<file path="src/hdl/lsu_pkg.sv">
/*
 * Shared LSU definitions: width types, operation codes, access sizes,
 * result kinds and the packed structs passed between pipeline stages
 */

package lsu_pkg;

    typedef logic [31:0]  addr_t;
    typedef logic [31:0]  data_t;
    typedef logic [4:0]   tag_t;

    localparam int LINE_BYTES = 16;
    typedef logic [LINE_BYTES*8-1:0] line_t;

    // Low two bits of a load or store code give its access size
    typedef logic [3:0] op_t;
    localparam op_t OP_LB   = 4'h0;
    localparam op_t OP_LH   = 4'h1;
    localparam op_t OP_LW   = 4'h2;
    localparam op_t OP_LBU  = 4'h4;
    localparam op_t OP_LHU  = 4'h5;
    localparam op_t OP_SB   = 4'h8;
    localparam op_t OP_SH   = 4'h9;
    localparam op_t OP_SW   = 4'ha;
    localparam op_t OP_FILL = 4'hf;

    typedef logic [1:0] size_t;
    localparam size_t SIZE_B = 2'd0;
    localparam size_t SIZE_H = 2'd1;
    localparam size_t SIZE_W = 2'd2;

    typedef logic [1:0] kind_t;
    localparam kind_t KIND_DONE    = 2'd0;
    localparam kind_t KIND_RETIRED = 2'd1;
    localparam kind_t KIND_MISS    = 2'd2;

    typedef struct packed {
        logic is_ld;
        logic is_st;
        logic is_fill;
    } op_is_t;

    localparam op_is_t OP_IS_NONE = '{is_ld: 1'b0, is_st: 1'b0, is_fill: 1'b0};
    localparam op_is_t OP_IS_LD   = '{is_ld: 1'b1, is_st: 1'b0, is_fill: 1'b0};
    localparam op_is_t OP_IS_ST   = '{is_ld: 1'b0, is_st: 1'b1, is_fill: 1'b0};
    localparam op_is_t OP_IS_FILL = '{is_ld: 1'b0, is_st: 1'b0, is_fill: 1'b1};

    typedef struct packed {
        logic   valid;
        op_t    op;
        op_is_t op_is;
        tag_t   tag;
        addr_t  addr;
        data_t  data;
        logic   retire;
        logic   replay;
        logic   fill;
        line_t  fill_line;
    } am_out_t;

    typedef struct packed {
        logic   valid;
        op_t    op;
        op_is_t op_is;
        tag_t   tag;
        addr_t  addr;
        data_t  rdata;
        logic   hit;
        logic   retire;
        logic   replay;
    } exec_out_t;

    typedef struct packed {
        logic  valid;
        kind_t kind;
        tag_t  tag;
        data_t data;
        addr_t addr;
    } result_t;

    typedef struct packed {
        logic  en;
        addr_t addr;
        line_t line;
    } fill_t;

    typedef struct packed {
        logic  en;
        tag_t  tag;
        addr_t addr;
        data_t data;
        op_t   op;
    } retire_t;

    typedef struct packed {
        logic  en;
        tag_t  tag;
        addr_t addr;
        op_t   op;
    } replay_t;

endpackage

</file>
<file path="src/hdl/lsu_decode.sv">
/*
 * Operation decoder: class bits, access size and sign of an LSU op code
 */

`timescale 1ns/1ps

module lsu_decode (
    input  lsu_pkg::op_t    i_op,
    output lsu_pkg::op_is_t o_op_is,
    output lsu_pkg::size_t  o_size,
    output logic            o_signed
);

    import lsu_pkg::*;

    always_comb begin
        o_op_is  = OP_IS_NONE;
        o_size   = size_t'(i_op[1:0]);
        o_signed = 1'b0;

        case (i_op)
            OP_LB, OP_LH, OP_LW: begin
                o_op_is  = OP_IS_LD;
                o_signed = 1'b1;
            end
            OP_LBU, OP_LHU: begin
                o_op_is = OP_IS_LD;
            end
            OP_SB, OP_SH, OP_SW: begin
                o_op_is = OP_IS_ST;
            end
            OP_FILL: begin
                // Fills move a whole line, size only matters for word reads
                o_op_is = OP_IS_FILL;
                o_size  = SIZE_W;
            end
            default: begin
                // Unknown code, no class so nothing downstream acts on it
                o_size = SIZE_W;
            end
        endcase
    end

endmodule

</file>
<file path="src/hdl/lsu_am.sv">
/*
 * Address generation and source mux stage: picks fill, retire, replay or
 * new op by priority, raises stalls and allocates load/store queue entries
 */

`timescale 1ns/1ps

module lsu_am (
    input  logic             clk,
    input  logic             i_rst_n,
    input  logic             i_flush,
    input  logic             i_lq_full,
    input  logic             i_sq_full,
    input  logic             i_valid,
    input  lsu_pkg::op_t     i_op,
    input  lsu_pkg::op_is_t  i_op_is,
    input  lsu_pkg::data_t   i_imm,
    input  lsu_pkg::data_t   i_src_base,
    input  lsu_pkg::data_t   i_src_data,
    input  lsu_pkg::tag_t    i_tag,
    input  lsu_pkg::fill_t   i_fill,
    input  lsu_pkg::retire_t i_retire,
    input  lsu_pkg::replay_t i_replay,
    output logic             o_stall,
    output logic             o_sq_retire_stall,
    output logic             o_lq_replay_stall,
    output lsu_pkg::am_out_t o_am,
    output logic             o_alloc_lq_en,
    output logic             o_alloc_sq_en,
    output lsu_pkg::op_t     o_alloc_op,
    output lsu_pkg::tag_t    o_alloc_tag,
    output lsu_pkg::addr_t   o_alloc_addr,
    output lsu_pkg::data_t   o_alloc_data
);

    import lsu_pkg::*;

    addr_t   addr;
    logic    lq_full;
    logic    sq_full;
    logic    rs_stall;
    logic    new_acc;
    am_out_t am_d;
    am_out_t am_q;
    logic    am_valid_q;

    assign addr = i_src_base + i_imm;

    // Queue full only matters for an op that would land in that queue
    assign lq_full = i_lq_full & i_op_is.is_ld;
    assign sq_full = i_sq_full & i_op_is.is_st;

    // Any pending fill, retire or replay takes the slot from the RS
    assign rs_stall = lq_full | sq_full | i_fill.en | i_retire.en | i_replay.en;
    assign o_stall  = rs_stall;

    assign o_sq_retire_stall = i_flush | i_fill.en;
    assign o_lq_replay_stall = i_retire.en | i_fill.en;

    assign new_acc = i_valid & ~rs_stall & ~i_flush;

    always_comb begin
        // Fill survives a flush, everything else is squashed
        am_d.valid = i_fill.en |
                     (~i_flush & ((i_valid & ~rs_stall) | i_retire.en | i_replay.en));
        am_d.data      = i_retire.data;
        am_d.retire    = ~i_fill.en & i_retire.en;
        am_d.replay    = ~i_fill.en & ~i_retire.en & i_replay.en;
        am_d.fill      = i_fill.en;
        am_d.fill_line = i_fill.line;

        if (i_fill.en) begin
            am_d.op    = OP_FILL;
            am_d.op_is = OP_IS_FILL;
            am_d.tag   = '0;
            am_d.addr  = i_fill.addr;
        end else if (i_retire.en) begin
            am_d.op    = i_retire.op;
            am_d.op_is = OP_IS_ST;
            am_d.tag   = i_retire.tag;
            am_d.addr  = i_retire.addr;
        end else if (i_replay.en) begin
            am_d.op    = i_replay.op;
            am_d.op_is = OP_IS_LD;
            am_d.tag   = i_replay.tag;
            am_d.addr  = i_replay.addr;
        end else begin
            am_d.op    = i_op;
            am_d.op_is = i_op_is;
            am_d.tag   = i_tag;
            am_d.addr  = addr;
        end
    end

    always_ff @(posedge clk) begin
        if (!i_rst_n) begin
            am_valid_q    <= 1'b0;
            o_alloc_lq_en <= 1'b0;
            o_alloc_sq_en <= 1'b0;
        end else begin
            am_valid_q    <= am_d.valid;
            o_alloc_lq_en <= new_acc & i_op_is.is_ld;
            o_alloc_sq_en <= new_acc & i_op_is.is_st;
        end
    end

    always_ff @(posedge clk) begin
        am_q         <= am_d;
        o_alloc_op   <= i_op;
        o_alloc_tag  <= i_tag;
        o_alloc_addr <= addr;
        o_alloc_data <= i_src_data;
    end

    always_comb begin
        o_am       = am_q;
        o_am.valid = am_valid_q;
    end

endmodule

</file>
<file path="src/hdl/lsu_exec.sv">
/*
 * Execute stage: direct-mapped data cache with tag check, line fill,
 * store byte merge on retire and a registered word read
 */

`timescale 1ns/1ps

module lsu_exec #(
    parameter int DC_NUM_LINES = 8
) (
    input  logic               clk,
    input  logic               i_rst_n,
    input  lsu_pkg::am_out_t   i_am,
    output lsu_pkg::exec_out_t o_exec
);

    import lsu_pkg::*;

    localparam int OFF_W  = $clog2(LINE_BYTES);
    localparam int IDX_W  = $clog2(DC_NUM_LINES);
    localparam int CTAG_W = $bits(addr_t) - IDX_W - OFF_W;

    typedef logic [IDX_W-1:0]  idx_t;
    typedef logic [CTAG_W-1:0] ctag_t;

    ctag_t                   tag_mem [DC_NUM_LINES];
    line_t                   data_mem [DC_NUM_LINES];
    logic [DC_NUM_LINES-1:0] line_valid;

    idx_t      idx;
    ctag_t     ctag;
    logic [1:0] word_sel;
    logic      hit;
    logic      do_fill;
    logic      do_retire;
    size_t     st_size;
    logic [3:0] byte_en;
    data_t     st_word;
    line_t     merged;
    exec_out_t exec_d;
    exec_out_t exec_q;
    logic      exec_valid_q;

    assign idx      = i_am.addr[OFF_W +: IDX_W];
    assign ctag     = i_am.addr[OFF_W + IDX_W +: CTAG_W];
    assign word_sel = i_am.addr[OFF_W-1:2];

    assign hit       = line_valid[idx] & (tag_mem[idx] == ctag);
    assign do_fill   = i_am.valid & i_am.fill;
    assign do_retire = i_am.valid & i_am.retire & hit;

    // Place store data on its byte lanes, then merge into the current line
    always_comb begin
        st_size = size_t'(i_am.op[1:0]);
        case (st_size)
            SIZE_B: begin
                byte_en = 4'b0001 << i_am.addr[1:0];
                st_word = {4{i_am.data[7:0]}};
            end
            SIZE_H: begin
                byte_en = 4'b0011 << {i_am.addr[1], 1'b0};
                st_word = {2{i_am.data[15:0]}};
            end
            default: begin
                byte_en = 4'b1111;
                st_word = i_am.data;
            end
        endcase

        merged = data_mem[idx];
        for (int b = 0; b < 4; b++) begin
            if (byte_en[b]) begin
                merged[word_sel*32 + b*8 +: 8] = st_word[b*8 +: 8];
            end
        end
    end

    always_ff @(posedge clk) begin
        if (do_fill) begin
            tag_mem[idx]  <= ctag;
            data_mem[idx] <= i_am.fill_line;
        end else if (do_retire) begin
            data_mem[idx] <= merged;
        end
    end

    always_ff @(posedge clk) begin
        if (!i_rst_n) begin
            line_valid <= '0;
        end else if (do_fill) begin
            line_valid[idx] <= 1'b1;
        end
    end

    always_comb begin
        exec_d.valid  = i_am.valid;
        exec_d.op     = i_am.op;
        exec_d.op_is  = i_am.op_is;
        exec_d.tag    = i_am.tag;
        exec_d.addr   = i_am.addr;
        exec_d.rdata  = data_mem[idx][word_sel*32 +: 32];
        exec_d.hit    = hit;
        exec_d.retire = i_am.retire;
        exec_d.replay = i_am.replay;
    end

    always_ff @(posedge clk) begin
        if (!i_rst_n) begin
            exec_valid_q <= 1'b0;
        end else begin
            exec_valid_q <= exec_d.valid;
        end
    end

    always_ff @(posedge clk) begin
        exec_q <= exec_d;
    end

    always_comb begin
        o_exec       = exec_q;
        o_exec.valid = exec_valid_q;
    end

endmodule

</file>
<file path="src/hdl/lsu_result.sv">
/*
 * Result stage: load byte/half select with sign or zero extension,
 * result kind selection and the registered result
 */

`timescale 1ns/1ps

module lsu_result (
    input  logic               clk,
    input  logic               i_rst_n,
    input  lsu_pkg::exec_out_t i_exec,
    output lsu_pkg::result_t   o_result
);

    import lsu_pkg::*;

    size_t   size;
    logic    is_signed;
    data_t   shifted;
    data_t   ext;
    result_t res_d;
    result_t res_q;
    logic    res_valid_q;

    lsu_decode i_lsu_decode (
        .i_op     (i_exec.op),
        .o_op_is  (),
        .o_size   (size),
        .o_signed (is_signed)
    );

    always_comb begin
        shifted = i_exec.rdata >> {i_exec.addr[1:0], 3'b000};
        case (size)
            SIZE_B:  ext = {{24{is_signed & shifted[7]}}, shifted[7:0]};
            SIZE_H:  ext = {{16{is_signed & shifted[15]}}, shifted[15:0]};
            default: ext = shifted;
        endcase
    end

    always_comb begin
        // Fills and unknown ops carry no class bit and report nothing
        res_d.valid = i_exec.valid & (i_exec.op_is.is_ld | i_exec.op_is.is_st);
        res_d.tag   = i_exec.tag;
        res_d.addr  = i_exec.addr;
        res_d.kind  = KIND_DONE;
        res_d.data  = '0;

        if (i_exec.retire) begin
            res_d.kind = i_exec.hit ? KIND_RETIRED : KIND_MISS;
        end else if (i_exec.op_is.is_ld) begin
            if (i_exec.hit) begin
                res_d.data = ext;
            end else begin
                res_d.kind = KIND_MISS;
            end
        end
    end

    always_ff @(posedge clk) begin
        if (!i_rst_n) begin
            res_valid_q <= 1'b0;
        end else begin
            res_valid_q <= res_d.valid;
        end
    end

    always_ff @(posedge clk) begin
        res_q <= res_d;
    end

    always_comb begin
        o_result       = res_q;
        o_result.valid = res_valid_q;
    end

endmodule

</file>
<file path="src/hdl/lsu_top.sv">
/*
 * LSU front end: decode, address mux, data cache and result stages
 */

`timescale 1ns/1ps

module lsu_top #(
    parameter int DC_NUM_LINES = 8
) (
    input  logic             clk,
    input  logic             i_rst_n,
    input  logic             i_flush,
    input  logic             i_valid,
    input  lsu_pkg::op_t     i_op,
    input  lsu_pkg::data_t   i_imm,
    input  lsu_pkg::data_t   i_src_base,
    input  lsu_pkg::data_t   i_src_data,
    input  lsu_pkg::tag_t    i_tag,
    output logic             o_stall,
    input  lsu_pkg::fill_t   i_fill,
    input  lsu_pkg::retire_t i_retire,
    input  logic             i_sq_full,
    output logic             o_sq_retire_stall,
    input  lsu_pkg::replay_t i_replay,
    input  logic             i_lq_full,
    output logic             o_lq_replay_stall,
    output logic             o_alloc_lq_en,
    output logic             o_alloc_sq_en,
    output lsu_pkg::op_t     o_alloc_op,
    output lsu_pkg::tag_t    o_alloc_tag,
    output lsu_pkg::addr_t   o_alloc_addr,
    output lsu_pkg::data_t   o_alloc_data,
    output lsu_pkg::result_t o_result
);

    import lsu_pkg::*;

    op_is_t    op_is;
    am_out_t   am_out;
    exec_out_t exec_out;

    lsu_decode i_lsu_decode (
        .i_op     (i_op),
        .o_op_is  (op_is),
        .o_size   (),
        .o_signed ()
    );

    lsu_am i_lsu_am (
        .clk               (clk),
        .i_rst_n           (i_rst_n),
        .i_flush           (i_flush),
        .i_lq_full         (i_lq_full),
        .i_sq_full         (i_sq_full),
        .i_valid           (i_valid),
        .i_op              (i_op),
        .i_op_is           (op_is),
        .i_imm             (i_imm),
        .i_src_base        (i_src_base),
        .i_src_data        (i_src_data),
        .i_tag             (i_tag),
        .i_fill            (i_fill),
        .i_retire          (i_retire),
        .i_replay          (i_replay),
        .o_stall           (o_stall),
        .o_sq_retire_stall (o_sq_retire_stall),
        .o_lq_replay_stall (o_lq_replay_stall),
        .o_am              (am_out),
        .o_alloc_lq_en     (o_alloc_lq_en),
        .o_alloc_sq_en     (o_alloc_sq_en),
        .o_alloc_op        (o_alloc_op),
        .o_alloc_tag       (o_alloc_tag),
        .o_alloc_addr      (o_alloc_addr),
        .o_alloc_data      (o_alloc_data)
    );

    lsu_exec #(
        .DC_NUM_LINES (DC_NUM_LINES)
    ) i_lsu_exec (
        .clk     (clk),
        .i_rst_n (i_rst_n),
        .i_am    (am_out),
        .o_exec  (exec_out)
    );

    lsu_result i_lsu_result (
        .clk      (clk),
        .i_rst_n  (i_rst_n),
        .i_exec   (exec_out),
        .o_result (o_result)
    );

endmodule

</file>
<file path="config.mk">
export PLATFORM = sky130hd
export DESIGN_NAME = lsu_top
export DESIGN_NICKNAME = d
export VERILOG_FILES = /design/src/hdl/lsu_pkg.sv /design/src/hdl/lsu_decode.sv /design/src/hdl/lsu_am.sv /design/src/hdl/lsu_exec.sv /design/src/hdl/lsu_result.sv /design/src/hdl/lsu_top.sv
export SDC_FILE = /design/constraint.sdc
export NUM_CORES = 2
export LEC_CHECK = 0
export ABC_CLOCK_PERIOD_IN_PS = 11100
export BUFFER_PORTS_ARGS = -buffer_cell sky130_fd_sc_hd__buf_2
export CAP_MARGIN = 20
export CORE_MARGIN = 3
export CORE_UTILIZATION = 40
export CTS_BUF_LIST = sky130_fd_sc_hd__clkbuf_2
export CTS_CLUSTER_SIZE = 40
export DETAILED_ROUTE_END_ITERATION = 7
export PLACE_DENSITY_LB_ADDON = 0.15
export SLEW_MARGIN = 20
export SYNTH_ARGS = -nofsm -noshare
export SYNTH_HDL_FRONTEND = slang
export SYNTH_SLANG_ARGS = --single-unit
</file>
<file path="constraint.sdc">
create_clock -name clk -period 11.1 [get_ports clk]
set_clock_uncertainty 0.2 [all_clocks]
set_input_delay 0 -clock clk [delete_from_list [all_inputs] [get_ports clk]]
set_output_delay 0 -clock clk [all_outputs]
set_load 0.02 [all_outputs]
</file>
### Yosys cells after proc, flatten, opt, wreduce, memory -nomap -nowiden

Memory sizes are Yosys's and may differ from the RTL's. A register that Yosys moved wholly into a read port is not among the register bits.
Cells that the tools add are included.

| cells by class | value |
|---|---|
| $add $sub $neg | 8 |
| multiply operators | 0 |
| divide/modulo/power cells | 0 |
| order comparisons | 2 |
| eq/ne operators | 18 |
| shift operators | 12 |
| muxes and demuxes | 31 |
| bitwise gates (word level) | 32 |
| reduce and logical (&&, ||, !) cells | 11 |

Operators by type and width:

| operator | number |
|---|---|
| 128-bit 2-to-1 mux | 5 |
| 128-bit bitwise mux | 4 |
| 8-bit by 34-bit variable shift with 128-bit output (first input constant) | 4 |
| 8-bit by 34-bit indexed part select with 128-bit output | 4 |
| 32-bit one-hot mux with 2 select lines | 2 |
| 128-bit by 8-bit indexed part select with 32-bit output | 1 |
| 32-bit negation with 34-bit output | 3 |
| 44-bit 2-to-1 mux | 2 |
| 7-bit negation with 34-bit output | 1 |
| 32-bit adder | 1 |
| 32-bit 2-to-1 mux | 1 |
| 32-bit by 5-bit right shift with 32-bit output | 1 |
| 4-bit == test (second input constant) | 7 |
| 25-bit == test | 1 |
| 7-bit by 5-bit adder with 8-bit output (second input constant) | 2 |
| 4-bit by 3-bit == test with 1-bit output (second input constant) | 4 |
| 1-bit bitwise AND | 15 |
| 1-bit OR | 11 |
| 2-bit 2-to-1 mux | 5 |
| 3-bit one-hot mux with 3 select lines | 1 |
| 3-bit OR reduction | 3 |
| 7-bit by 4-bit adder with 8-bit output (second input constant) | 1 |
| 4-bit by 1-bit == test with 1-bit output (second input constant) | 2 |
| 4-bit by 2-bit == test with 1-bit output (second input constant) | 2 |
| other kinds (17) | 31 |

| word-level totals | value |
|---|---|
| bits in registers | 439 |
| latch bits | 0 |
| RAM bits | 1224 |
| bits in read-only memories | 0 |
| input bits | 388 |
| memories kept | 2 |

Memories:

| name | words | bits a word | rd ports | clocked after memory_dff | write ports | RTL line | RTL |
|---|---|---|---|---|---|---|---|
| i_lsu_exec.data_mem | 8 | 128 | 1 | 1 | 1 | lsu_exec.sv:27 | `line_t data_mem [DC_NUM_LINES];` |
| i_lsu_exec.tag_mem | 8 | 25 | 1 | 1 | 1 | lsu_exec.sv:26 | `ctag_t tag_mem [DC_NUM_LINES];` |

### Depth between registers and ports, before layout

| depth | value |
|---|---|
| depth in word-level cells | 14 |
| depth in mapped cells | 15 |
| gate-level depth less buffers | 12 |

### Cells and area by module

Synthesis repeated with hierarchy kept, for this count alone.

| second synthesis, totals | value |
|---|---|
| cell total of the unflattened synthesis | 3979 |
| area total of the unflattened synthesis | 62308.5 µm² |

By module, submodules not included:

| module | times used | cells an instance | area each (µm²) |
|---|---|---|---|
| lsu_exec | 1 | 2996 | 51032.7 |
| lsu_am | 1 | 766 | 8818.5 |
| lsu_result | 1 | 199 | 2342.2 |
| lsu_decode | 2 | 9 | 57.6 |

### Least setup slack after synthesis

Ideal clock, no wire load.

| path | value |
|---|---|
| path kind | register -> register |
| start point | register i_lsu_am.am_q, in the netlist i_lsu_am.o_am[169] |
| end point | memory i_lsu_exec.data_mem[0][0] in the netlist's numbering, enable pin |
| data arrival time | 11.112 ns |
| required time | 10.128 ns |
| setup slack | -0.984 ns |
| stages on the path, launching flop included | 12 |
| path buffers | 2 |
| clock period less this slack | 12.084 ns |
| path through | dfxtp_1 buf_2 buf_1 mux4_2 mux2i_1 xnor2_1 nor4_2 nand4_1 nor4_2 a31o_2 nand2_1 nor3_1 |

| between the ends | value |
|---|---|
| longest elaborated chain between the ends | 8 |

RTL lines:

| what | RTL line | RTL |
|---|---|---|
| from (decl) | lsu_am.sv:44 | `am_out_t am_q;` |
| from (signal assigned) | lsu_am.sv:108 | `am_q <= am_d;` |
| 1-bit binary-select mux with 3-bit select | lsu_exec.sv:48 | `assign hit = line_valid[idx] & (tag_mem[idx] == ctag);` |
| 1-bit 2-to-1 mux (not written as such) | lsu_exec.sv:48 |  |
| 1-bit bitwise AND | lsu_exec.sv:48 |  |
| 1-bit bitwise AND | lsu_exec.sv:50 | `assign do_retire = i_am.valid & i_am.retire & hit;` |
| 1-bit 2-to-1 mux | lsu_exec.sv:82 | `end else if (do_retire) begin` |
| 1-bit 2-to-1 mux | lsu_exec.sv:79 | `if (do_fill) begin` |
| 1-bit 2-to-1 mux (not written as such) | lsu_exec.sv:83 | `data_mem[idx] <= merged;` |
| 1-bit OR (no source line) | - |  |
| to (decl) | lsu_exec.sv:27 |  |

Parallel ways exist; a longest one is shown, timed or not. The select of a mux whose other input is x is not followed.

==> impl_metrics.toml <==
[clock_tree]
clock_latency_ns = 1.85
cts_tree = "yes"
path_clk_slew_ns = 0.10
clock_sinks = 1663
clock_tree.root_cell = "clkbuf_2"
cts_max_level = 5
postCtsSetupBuffers = 0
clk_path_buf_depth = 4
cts_buffers = 432

[placement]
hpwl_um = 129000
finalWeightedCongestion = 0.879
placed_cell_area_um2 = 67100
io_buffers = 537
placedCellCount = 6438

[synth]
async_reset_ff_share_pct = 0
syn_inst = 4012
synth-seq-cells = 1663
yosysSeqAreaShare_pct = 73.6
synthDistinctLibCells = 72
synth-edff-count = 1224
avgSynthCellArea_um2 = 15.4
syn_nets = 4437
yosys_warnings = 0
ys.flop_type = "edfxtp_1"
syn-cell-area_um2 = 61900

[layout]
final_common_cell = "dlygate4sd3_1"
nets = 6705
multi_input_area_um2 = 15400
stdcell_count = 8689
finalInstanceArea_um2 = 85500
final_cell_mix = "dlygate4sd3_1 (1436), edfxtp_1 (1224), clkbuf_2 (651), buf_2 (537), dfxtp_1 (434)"
fillers = 12100
drive_gt1_share_pct = 23.4
areaGrowthSynthToFinish_pct = 38.2
seqCellArea_um2 = 45600

[critical_path]
crit_slowest_cell = "dlygate4sd3_1"
path_cells = "dlygate4sd3_1, buf_2, dlygate4sd3_1, ha_1, inv_1, fa_1, nand2b_1, a21oi_1, nor2b_1, dlygate4sd3_1, o21ai_0, dlygate4sd3_1, xor2_1, dlygate4sd3_1, dlygate4sd3_1, mux2i_1, nor2_1, a21oi_1, dlygate4sd3_1, o21ai_0, dlygate4sd3_1, dlygate4sd3_1"
start_kind = "primary input"
critPathArrivalTime_ns = 9.61
slowest_delay_ns = 1.04
crit_required_ns = 12.60
cp_max_fo = 3
cp_common_cell = "dlygate4sd3_1"
cp-end-kind = "flip-flop"
criticalPathCategory = "in -> reg"

[sta]
timing.fmax_ghz = 0.123
rsz0062_at_grt = "no"
report.final.slew_viol_count = 0
period_share_pct = 73.1
fin_crit_ns = 8.11
hold_viol_final = 0
tightest_slew_ns = 1.27
setup_viol = 0
relSlewSlack_pct = 14.1

[detailed_routing]
drt-pass1-iter-count = 7
wl_um = 254000
wl_per_cell_um = 29.2
via_per_inst = 5.65
drtAntennaViolNets = 0
drc = 0
drt_iter0_markers = 5436
vias = 49100

[worst_hold_path]
hold_class = "reg -> reg"

[floorplan]
die_h_um = 399
std_cell_rows = 143
ioPinCount = 538
start_util_pct = 40.5
die_width_um = 399
dieArea_um2 = 159000
core_area_um2 = 153000

[power_and_ir_drop]
power_uw = 13700
powerDensity_nw_per_um2 = 160
ir_drop_mv = 0.0980
leakagePower_uw = 0.0323

[flow_run]
drv_cap = 0

[grt]
antenna_found_initial = 49
grt_pass1_vias = 50900
grtUsageTotal_pct = 31.6
grt_pass1_wl_um = 359000
grt_max_degree = 159
grt_overflow = 0

[outcome]
status = "completed"
[final timing paths]
path	start	endpoint	slack, ns	cells past startpoint
setup reg to reg	i_lsu_am.o_am[168]$_DFF_P_	i_lsu_exec.data_mem[3][50]$_DFFE_PP_	4.13	12
setup / recovery	i_src_base[0]	i_lsu_am.o_am[171]$_DFF_P_	2.99	22
hold reg to reg	i_lsu_exec.o_exec[39]$_DFF_P_	i_lsu_result.o_result[4]$_DFF_P_	0.08	0
hold / removal	i_lsu_exec.o_exec[39]$_DFF_P_	i_lsu_result.o_result[4]$_DFF_P_	0.08	0
[synth_stat cells (all sizes together) (7+ instances only)]
library cell	instances	area, um^2
a211oi	23	178
a31oi	18	113
nand2b	12	75.1
dfxtp	439	8790
edfxtp	1224	36800
nor3	62	310
nor2b	19	119
o22ai	17	106
and2	10	62.6
mux2	102	1270
mux2i	167	1670
inv	32	120
and3	24	150
xnor2	33	289
nand4	48	307
o21a	16	120
clkbuf	160	601
a21o	23	173
o21bai	7	52.6
a22o	24	210
buf	74	415
nor2	175	657
o221ai	16	140
o21ai	197	986
a221oi	59	517
ha	36	450
mux4	76	1710
a221o	40	400
a21oi	192	961
nand3	29	145
a22oi	294	2210
nand2	272	1020
xor2	21	184
[metrics by stage]
step | utilization, % | setup TNS [ns] | hold WS, ns | worst slack, ns
global placement | 43.9 | 0 | -0.0981 | 4.32
detailed placement | 43.9 | 0 | -0.0964 | 4.26
global route | 55.9 | 0 | 0.0555 | 3.23
finish | 56.0 | 0 | 0.0832 | 2.99
CTS | 55.9 | 0 | 0.000139 | 4.11
floorplan | - | -503.58 | -0.172 | -0.984
[flip-flops by register name, summed over array words and instances (netlist names), 4 cells and up]
signal                 cells
i_lsu_am.o_alloc_addr     32
i_lsu_am.o_alloc_data     32
i_lsu_am.o_alloc_op        4
i_lsu_am.o_am            205
i_lsu_exec.tag_mem       200
i_lsu_am.o_alloc_tag       5
i_lsu_exec.line_valid      8
i_lsu_exec.data_mem     1024
i_lsu_exec.o_exec         77
i_lsu_result.o_result     71
[cell families (layout without fill, tap and decap cells)]
logic type | Yosys count | after routing | share of synthesized area (%)
AO/OA/AOI/OAI | 967 | 967 | 10.5
XOR/XNOR | 54 | 54 | 0.765
adder cells (fa/ha/maj) | 37 | 37 | 0.760
buffers and inverters | 268 | 2873 | 1.85
multiplexers | 345 | 345 | 7.53
other | 0 | 42 | 0
AND/OR/NAND/NOR | 678 | 678 | 4.94
flip-flops | 1663 | 1663 | 73.6
[timing repair]
action | in CTS | in global routing
hold buffers | 1436 | 0
endpoints found under the setup margin | 0 | 0
hold endpoints to repair | 291 | 0
resized for setup | 0 | 0
[report_power, final]
part	total, uW	internal (uW)	switching (uW)	leakage [uW]
registers	7140	6930	210	0.0147
clock network	4320	1720	2600	0.00303
logic	2220	951	1270	0.0146
[critical path, delay by kind of cell]
kind                       cells  cell delay, ns
muxes                          1            0.13
and+or+nand+nor                3            0.43
xor gates and xnor gates       1            0.17
AOI/OAI and AO/OA              4            1.58
adders and majority gates      2            0.68
buffers and inverters         11            6.57
[routing by layer]
layer	up-vias	routed length, um	track usage [%]
met4	18	15400	17.8
li1	20500	-	-
met3	1029	26400	10.1
met1	24300	98100	39.8
met2	3208	114000	47.9
met5	-	165	0.585
[area by class of cell]
type                            count  area share, %
Antenna cell                       42          0.123
Clock buffer                      651           3.81
Clock inverter                    120          0.765
Inverter                           34          0.149
Multi-Input combinational cell   2081           18.0
Sequential cell                  1663           53.3
Tap cell                         2030           2.97
Timing Repair Buffer             2068           20.9
Power figures use the tool's default switching activity.
